`config.mk`:
```
export PLATFORM = sky130hd
export DESIGN_NAME = miss_status_table
export DESIGN_NICKNAME = d
export VERILOG_FILES = /design/src/hw/dcache_pkg.sv /design/src/hw/miss_status_table.sv
export SDC_FILE = /design/constraint.sdc
export NUM_CORES = 1
export LEC_CHECK = 0
export BUFFER_PORTS_ARGS = -buffer_cell sky130_fd_sc_hd__clkbuf_2
export CAP_MARGIN = 20
export CORE_ASPECT_RATIO = 0.6
export CORE_MARGIN = 5
export CORE_UTILIZATION = 49
export CTS_BUF_LIST = sky130_fd_sc_hd__clkbuf_4
export CTS_CLUSTER_SIZE = 30
export DETAILED_ROUTE_END_ITERATION = 16
export MAX_ROUTING_LAYER = met4
export PLACE_DENSITY = 0.88
export SLEW_MARGIN = 20
export SYNTH_ARGS = -nofsm -noshare
export SYNTH_HDL_FRONTEND = slang
export SYNTH_SLANG_ARGS = --single-unit
```
`constraint.sdc`:
```
create_clock -name clock -period 5.72 [get_ports clock]
set_clock_uncertainty 0.1 [all_clocks]
set_input_delay 0.572 -clock clock [delete_from_list [all_inputs] [get_ports clock]]
set_output_delay 0.572 -clock clock [all_outputs]
set_load 0.02 [all_outputs]
```
`src/hw/dcache_pkg.sv`:
```
/* sizes, access and request encodings, and the bus structs
   shared by the data cache, request queue and miss table */
package dcache_pkg;

    localparam int LSQ_SIZE     = 4;
    localparam int NUM_SETS     = 32;
    localparam int IDX_W        = 5;
    localparam int TAG_W        = 8;
    localparam int OFFSET_W     = 3;
    localparam int LINE_W       = 64;
    localparam int LINE_ADDR_W  = TAG_W + IDX_W;
    localparam int VICTIM_WAYS  = 2;
    localparam int QUEUE_DEPTH  = 8;
    localparam int QUEUE_PTR_W  = $clog2(QUEUE_DEPTH);
    localparam int REQ_SLOTS    = 3;
    localparam int MISS_ENTRIES = 4;

    typedef enum logic [1:0] {
        BYTE,
        HALF,
        WORD,
        DOUBLE
    } mem_size_e;

    // MEM_NONE marks an idle request slot
    typedef enum logic [1:0] {
        MEM_NONE,
        MEM_WRITEBACK,
        MEM_WRITE,
        MEM_READ
    } mem_req_kind_e;

    typedef struct packed {
        logic [TAG_W-1:0]    tag;
        logic [IDX_W-1:0]    idx;
        logic [OFFSET_W-1:0] offset;
    } cache_addr_t;

    typedef struct packed {
        logic              en;
        cache_addr_t       addr;
        logic [LINE_W-1:0] data;
        mem_size_e         size;
    } proc_wr_t;

    typedef struct packed {
        logic                en;
        cache_addr_t         addr;
        mem_size_e           size;
        logic [LSQ_SIZE-1:0] gnt;
    } proc_rd_t;

    typedef struct packed {
        mem_req_kind_e       kind;
        cache_addr_t         addr;
        logic [LINE_W-1:0]   data;
        mem_size_e           size;
        logic [LSQ_SIZE-1:0] gnt;
    } mem_req_t;

    // read responses always carry the whole line
    typedef struct packed {
        logic              valid;
        cache_addr_t       addr;
        logic [LINE_W-1:0] data;
    } mem_resp_t;

    typedef struct packed {
        logic              en;
        cache_addr_t       addr;
        logic [LINE_W-1:0] data;
    } fill_t;

endpackage

```
`src/hw/miss_status_table.sv`:
```
/* outstanding read misses with their load-queue grants,
   turns memory responses into cache fills */
`timescale 1ns/1ps

module miss_status_table
    import dcache_pkg::*;
(
    input  logic                clock,
    input  logic                reset,
    input  mem_req_t            rd_req,
    input  mem_resp_t           mem_resp,
    output fill_t               fill,
    output logic [LSQ_SIZE-1:0] fill_feedback
);

    typedef struct packed {
        logic [LINE_ADDR_W-1:0] line;
        logic [LSQ_SIZE-1:0]    gnt;
    } miss_entry_t;

    miss_entry_t entry [MISS_ENTRIES];
    logic [MISS_ENTRIES-1:0] busy;

    logic [LINE_ADDR_W-1:0]  req_line;
    logic [LINE_ADDR_W-1:0]  resp_line;
    logic [MISS_ENTRIES-1:0] req_hit;
    logic [MISS_ENTRIES-1:0] resp_hit;
    logic [MISS_ENTRIES-1:0] free_vec;
    logic [MISS_ENTRIES-1:0] alloc_sel;
    logic                    req_valid;
    logic                    alloc;

    assign req_valid = rd_req.kind == MEM_READ;
    assign req_line  = {rd_req.addr.tag, rd_req.addr.idx};
    assign resp_line = {mem_resp.addr.tag, mem_resp.addr.idx};

    always_comb begin
        fill_feedback = '0;
        for (int i = 0; i < MISS_ENTRIES; i++) begin
            resp_hit[i] = mem_resp.valid && busy[i] && entry[i].line == resp_line;
            // an entry retiring this cycle takes no more grants
            req_hit[i] = busy[i] && !resp_hit[i] && entry[i].line == req_line;
            if (resp_hit[i]) fill_feedback = fill_feedback | entry[i].gnt;
        end
    end

    assign fill.en   = |resp_hit;
    assign fill.addr = mem_resp.addr;
    assign fill.data = mem_resp.data;

    // lowest free slot, freed entries reusable at once
    assign free_vec  = ~busy | resp_hit;
    assign alloc_sel = free_vec & ~(free_vec - 1'b1);
    assign alloc     = req_valid && !(|req_hit);

    always_ff @(posedge clock) begin
        for (int i = 0; i < MISS_ENTRIES; i++) begin
            if (req_valid && req_hit[i]) begin
                entry[i].gnt <= entry[i].gnt | rd_req.gnt;
            end else if (alloc && alloc_sel[i]) begin
                entry[i].line <= req_line;
                entry[i].gnt  <= rd_req.gnt;
            end
        end
    end

    always_ff @(posedge clock) begin
        if (reset) begin
            busy <= '0;
        end else begin
            busy <= (busy & ~resp_hit) | (alloc ? alloc_sel : '0);
        end
    end

    assert property (@(posedge clock) disable iff (reset)
        alloc |-> |free_vec);

endmodule

```
# Yosys cells after proc, flatten, opt, wreduce, memory -nomap -nowiden
# Memories as Yosys holds them, arrays and structs flattened.
# Cells that the tools add are included.
[totals] elab_cells=91 out_inout_bits=85 memories=1 mem_bits_rw=68 register_bits=4
[mem_list] memory="entry" depth=4 width=17 rd=4 rd_clocked_by_memory_dff=0 wr=4 line="miss_status_table.sv:21" rtl="miss_entry_t entry [MISS_ENTRIES];"
[op_classes] add_sub_neg=1 n_reduce_logical=32 bitwise_logic=18 eq_ne=9 mux=29
[op_table] op="== test 13 bit" n=8
[op_table] op="2-to-1 mux 4 bit" n=9
[op_table] op="OR 4 bit" n=9
[op_table] op="logical AND 1 bit" n=25
[op_table] op="2-to-1 mux 1 bit" n=20
[op_table] op="inverter 4 bit" n=3
[op_table] op="AND 4 bit" n=2
[op_table] op="OR reduction 4 bit" n=2
[op_table] op="logical NOT 1 bit" n=5
[op_table] op="OR 1 bit" n=4
[op_table] op="subtractor 4 x 1 -> 4 bit (second input constant)" n=1
[op_table] op="== test 2 bit (second input constant)" n=1

# Longest topological paths before layout
# Gate-level depths: netlist of the first run.
# An unclocked memory read counts as a cell.
[logic_depth] ltp_word=14 depth_mapped=9

# Worst setup path after synthesis of the first run
# OpenSTA, ideal clock, no wires.
[synth_timing] path_kind="input -> register" from="in mem_resp[76] in the netlist's numbering" to="mem entry[0][10] in the netlist's numbering, enable pin" t_required_ps=5271 arrival_time_ps=2254 stages=6 slack_ps=3017 setup_time_ps=349 n_path_buf=0 path_cell_list="xor2_1 or4_1 nor4_4 nand2b_1 nand4_4 inv_1"
[synth_rtl] item="start: declaration" line="miss_status_table.sv:11" rtl="input mem_resp_t mem_resp,"
[synth_rtl] item="end: declaration" line="miss_status_table.sv:21"

==> flow_summary.yaml, run 1 <==
run_status:
  status: "finished, final reports clean"
setup_path:
  cp_data_required_time_ps: 5690
  r2r_slack_ps: 2470
  worstPathCellList: "xnor2_1 -> nand4_1 -> nor4_2 -> or4_1 -> and3_4 -> nand4_4 -> inv_1"
  cp.arrival_ps: 3220
  path_class: "flop to flop"
  startpoint_type: "flop"
  crit_path_max_fanout: 13
  critPathCaptureType: "flop"
  cp_slowest_stage_delay_ps: 680
  slowest_stage: "nor4_2"
layout:
  fin_nets: 512
  multi_input_area_mm2: 0.001617
  drive_gt1_share_pct: 21.97
  antenna_cells: 0
  syn2layout_area_growth_pct: -2.986
  fillers: 758
  finish.utilization_pct: 49.51
  ff_latch_area_mm2: 0.002122
  layout_common_cells: "xnor2_1 (71), edfxtp_1 (68), clkbuf_2 (52), xor2_1 (33)"
  layout_commonest_cell: "xnor2_1"
  final_design_area_no_fill_mm2: 0.004268
floorplanning:
  die_height_um: 83.40
  ios: 256
  rows: 26
  fp.dieW_um: 132.3
  dieArea_mm2: 0.01104
  start_util_pct: 51.03
  core_region_area_mm2: 0.008621
detailed_routing:
  postRouteAntennaNets: 0
  num_vias: 2660
  drt-pass1-iter-count: 5
  wl_per_cell_um: 21.59
  drt_iter0_drc: 217
  drt_wl_total_um: 9890
  routed_via_density: 5.808
  drcViolationCount: 0
synth:
  yosysSeqAreaShare_pct: 48.24
  syn_inst: 366
  postSynthAreaPerCell_um2: 12.02
  synth_nets: 537
  synth.distinct_cells: 29
  synth_area_mm2: 0.004399
  yosysWarnings: 0
  ys_ff_latch: 72
pwr:
  leakage_nw: 1.450
  p_per_area_mw_per_mm2: 233.1
  peakVddDrop_v: 0.0001420
  p_total_mw: 0.9947
sta:
  finalMaxSlewViolations: 0
  rsz0062_at_grt: "no"
  tightest_slew_ps: 680.1
  fmax_mhz: 307.9
  setup-violations-final: 0
  slew_headroom_pct: 54.28
  finalHoldViolations: 0
  period_share_pct: 56.79
  fin_setup_tns_ps: 0
  period_needed_ps: 3248
global_route:
  grt_pass1_wl_um: 15070
  antenna_found_initial: 0
  grt_max_degree: 14
  track_usage_pct: 18.52
  grt_pass1_vias: 2623
  grt_overflow_total: 0
placed_design:
  dp_hpwl_um: 7556
  post_dp_cell_area_mm2: 0.004154
  io_buffers: 52
  place_congestion: 0.9129
clock_network:
  h-tree-depth: 3
  cts.sinks: 72
  holdBufCountCts: 0
  clkTransAtPathRegs_ps: 120
  cts_setup_buffers: 0
  root_buffer: "clkbuf_4"
  numCtsBuffers: 9
  tritoncts: "built"
  clk_path_buf_depth: 2
  clk-insertion-delay-late_ps: 440
  postCtsResizedCells: 0
flow_run:
  max_cap_violations: 0
min_path:
  hp-class: "input port to flop"
-- worst paths after layout --
kind,cells past startpoint,start,endpoint
setup / recovery,7,entry[3][9],entry[2][15]
hold reg to reg,1,entry[1][0],entry[1][0]
hold / removal,2,reset,busy[2]
setup reg to reg,7,entry[3][9],entry[2][15]
-- Yosys cell counts --
cell type,instances,share of area (%)
buf_4,80,14
xnor2_1,71,14
edfxtp_1,68,46
xor2_1,33,6.6
a21o_1,16,2.7
nand4_1,16,2.3
nand3_1,10,1.1
nor4_1,10,1.4
clkbuf_1,6,0.51
nand2_1,5,0.43
or4_1,5,0.85
a21oi_1,4,0.46
a221o_1,4,0.91
a22o_1,4,0.80
dfxtp_1,4,1.8
inv_1,4,0.34
nand2b_1,4,0.57
o21ai_0,4,0.46
nor4_2,3,0.85
buf_6,2,0.51
nand3_2,2,0.46
nand4_4,2,0.97
nor2_1,2,0.17
nor2b_1,2,0.28
a21bo_1,1,0.23
a41oi_1,1,0.20
and3_4,1,0.26
nor3_1,1,0.11
nor4_4,1,0.48
-- registers in the layout, summed over array words and instances (netlist names) --
register,count
busy,4
entry,68
-- report_power, final --
group          total, mW  internal (mW)  switching [mW]
logic              0.118         0.0435          0.0749
clock network      0.285          0.112           0.173
registers          0.591          0.585         0.00612
total              0.995          0.741           0.254
-- through the flow --
stage                     std cells  setup slack [ps]  hold slack (ps)
after floorplan                 366              3017            397.9
after global placement          442              2228            433.3
final                           458              2472            246.2
after detailed placement        442              2163            441.5
after global routing            458              2269            231.5
after CTS                       458              2496            215.7
-- area by class of cell --
cell class              instances  area share (%)
well taps                     112           3.283
flip-flops and latches         72           49.72
clock buffers                  14           2.463
inverters                       4          0.3518
multi-input cells             202           37.88
repair buffers                 52           6.098
clock inverters                 2          0.2052
-- cell families (layout without fill, tap and decap cells) --
logic type,after synthesis,after routing,share of synthesized area (%)
compound gates,34,34,5.774
xor+xnor,104,104,20.71
buf+inv,92,72,15.02
flops,72,72,48.24
simple gates,64,64,10.27
-- per-layer routing --
metal	wire (um)	global-route usage, %	vias to the layer above	part of all wire, %
met2	3901	23.47	150	39
met4	323	7.486	0	3.3
met1	4440	26.00	1285	45
met5	0	-	-	0
li1	-	-	1174	-
met3	1224	7.307	51	12
-- worst max-delay path, delay by kind of cell, from the launching register on --
kind / cells / cell delay, ps
AND/OR/NAND/NOR: 5 / 1620
XOR/XNOR: 1 / 170
flip-flops: 1 / 440
buffers and inverters: 1 / 550
(Power assumes the default switching activity.)
==> inputs of run 2 (changes only) <==
--- a/config.mk
+++ b/config.mk
@@ -9,12 +9,12 @@
 export CAP_MARGIN = 20
 export CORE_ASPECT_RATIO = 0.6
 export CORE_MARGIN = 5
-export CORE_UTILIZATION = 49
+export CORE_UTILIZATION = 41
 export CTS_BUF_LIST = sky130_fd_sc_hd__clkbuf_4
 export CTS_CLUSTER_SIZE = 30
 export DETAILED_ROUTE_END_ITERATION = 16
 export MAX_ROUTING_LAYER = met4
-export PLACE_DENSITY = 0.88
+export PLACE_DENSITY = 0.79
 export SLEW_MARGIN = 20
 export SYNTH_ARGS = -nofsm -noshare
 export SYNTH_HDL_FRONTEND = slang
==> constraint.sdc (replaced) <==
create_clock -name clock -period 2.97 [get_ports clock]
set_clock_uncertainty 0.1 [all_clocks]
set_input_delay 0.297 -clock clock [delete_from_list [all_inputs] [get_ports clock]]
set_output_delay 0.297 -clock clock [all_outputs]
set_load 0.02 [all_outputs]
==> run 2 against run 1 <==
Compared with the run above: global-route usage down 1.4 points; wire length up 8.0%; clock power rose to 3.0 times the previous value; flip-flop and latch count unchanged; critical path type is now flop to primary output; largest power group unchanged.
==> flow_summary.yaml, run 2 (synthesis results as in run 1) <==
setup_path:
  worstPathCellList: "xor2_1 -> or4_1 -> nor4_4 -> buf_4 -> a221o_1 -> clkbuf_2"
  critPathCaptureType: "primary output"
  path_class: "flop to primary output"
  cp_slowest_stage_delay_ps: 580
  slowest_stage: "or4_1"
  crit_path_max_fanout: 5
  startpoint_type: "flop"
  cp_data_required_time_ps: 2570
  cp.arrival_ps: 2450
sta:
  period_share_pct: 95.93
  period_needed_ps: 2849
  tightest_slew_ps: 589.4
  rsz0062_at_grt: "no"
  finalMaxSlewViolations: 0
  fin_setup_tns_ps: 0
  fmax_mhz: 351.0
  slew_headroom_pct: 60.29
  setup-violations-final: 0
  finalHoldViolations: 0
  whs_ps: 91.30
min_path:
  hp-class: "input port to flop"
floorplanning:
  start_util_pct: 41.81
  fp.dieW_um: 143.7
  rows: 29
  dieArea_mm2: 0.01297
  die_height_um: 90.24
  ios: 256
  core_region_area_mm2: 0.01052
placed_design:
  io_buffers: 52
  place_congestion: 0.9467
  place_inst: 485
  dp_hpwl_um: 8310
global_route:
  grt_overflow_total: 0
  antenna_found_initial: 0
  grt_pass1_vias: 2705
  grt_max_degree: 14
  grt_pass1_wl_um: 16240
  track_usage_pct: 17.16
detailed_routing:
  postRouteAntennaNets: 0
  wl_per_cell_um: 21.27
  num_vias: 2771
  drcViolationCount: 0
  drt_wl_total_um: 10680
  drt_iter0_drc: 203
  routed_via_density: 5.520
  drt-pass1-iter-count: 5
pwr:
  p_per_area_mw_per_mm2: 489.6
  peakVddDrop_v: 0.0002412
  leakage_nw: 1.585
layout:
  top_register: "entry"
  fin_cells: 502
  fillers: 980
  layout_common_cells: "xnor2_1 (71), edfxtp_1 (68), clkbuf_2 (52), xor2_1 (33)"
  fin_nets: 529
  reg.largest.list: "entry: 68 flops, busy: 4 flops"
  largest_register_ffs: 68
  drive_gt1_share_pct: 25.34
  finish.utilization_pct: 43.42
  antenna_cells: 0
  syn2layout_area_growth_pct: 3.868
  layout_commonest_cell: "xnor2_1"
clock_network:
  root_buffer: "clkbuf_4"
  cts.sinks: 72
  h-tree-depth: 3
  numCtsBuffers: 9
  clkTransAtPathRegs_ps: 110
  clk_path_buf_depth: 2
  cts_setup_buffers: 0
  clk-insertion-delay-late_ps: 420
  tritoncts: "built"
run_status:
  status: "finished, final reports clean"
flow_run:
  max_cap_violations: 0
-- run 2: cell types whose count changed in the layout (fill, tap and decap cells not counted) --
cell / previous run / this run
o21ai_1: 0 / 1
buf_4: 0 / 12
clkinv_2: 1 / 2
buf_12: 0 / 4
dlygate4sd3_1: 0 / 1
clkbuf_4: 14 / 9
o21ai_0: 4 / 3
bufinv_16: 0 / 4
-- run 2: worst paths after layout --
| path | slack (ps) | endpoint | depth (start not counted) | from |
|---|---|---|---|---|
| max | 120 | fill_feedback[1] | 6 | entry[0][8] |
| min | 90 | entry[0][1] | 2 | rd_req[1] |
| max reg2reg | 150 | entry[0][0] | 8 | entry[1][12] |
| min reg2reg | 470 | entry[3][3] | 1 | entry[3][3] |
-- run 2: power breakdown --
part           switching (mW)  internal, mW
Combinational           0.150        0.0947
Sequential             0.0120          1.13
Clock                   0.348         0.505
-- run 2: final cells by class --
cell class	count	area, um^2	share of cell area [%]
Clock buffer	9	67.56	1.479
Clock inverter	7	133.9	2.930
Inverter	4	15.01	0.3286
Multi-Input combinational cell	202	1617	35.38
Sequential cell	72	2122	46.44
Tap cell	139	173.9	3.806
Timing Repair Buffer	69	440.4	9.639
-- run 2: routing by layer --
layer	GRT usage [%]	vias up	part of all wire [%]
li1	-	1216	-
met3	4.931	44	11
met5	-	-	0
met1	25.67	1330	45
met2	21.35	181	41
met4	6.897	0	3.4
-- run 2: critical path: cells and delay by family, from the launching register on --
kind | cells | cell delay [ps]
buf+inv | 2 | 350
flops | 1 | 430
simple gates | 2 | 890
xor+xnor | 1 | 220
compound gates | 1 | 150
-- run 2: stage by stage --
stage | instance area, um^2 | setup slack, ps | power [mW]
floorplan | 4399 | 403.8 | 1.427
global placement | 4358 | 162.0 | 1.396
detailed placement | 4358 | 91.08 | 1.401
CTS | 4569 | 103.9 | 2.249
global route | 4569 | 5.534 | 2.317
finish | 4569 | 120.8 | 2.237
-- run 2: what timing repair did --
action	4_1_cts	5_1_grt
endpoints found under the hold margin	4	0
resized for setup	0	1
hold buffers	1	0
endpoints found under the setup margin	0	4
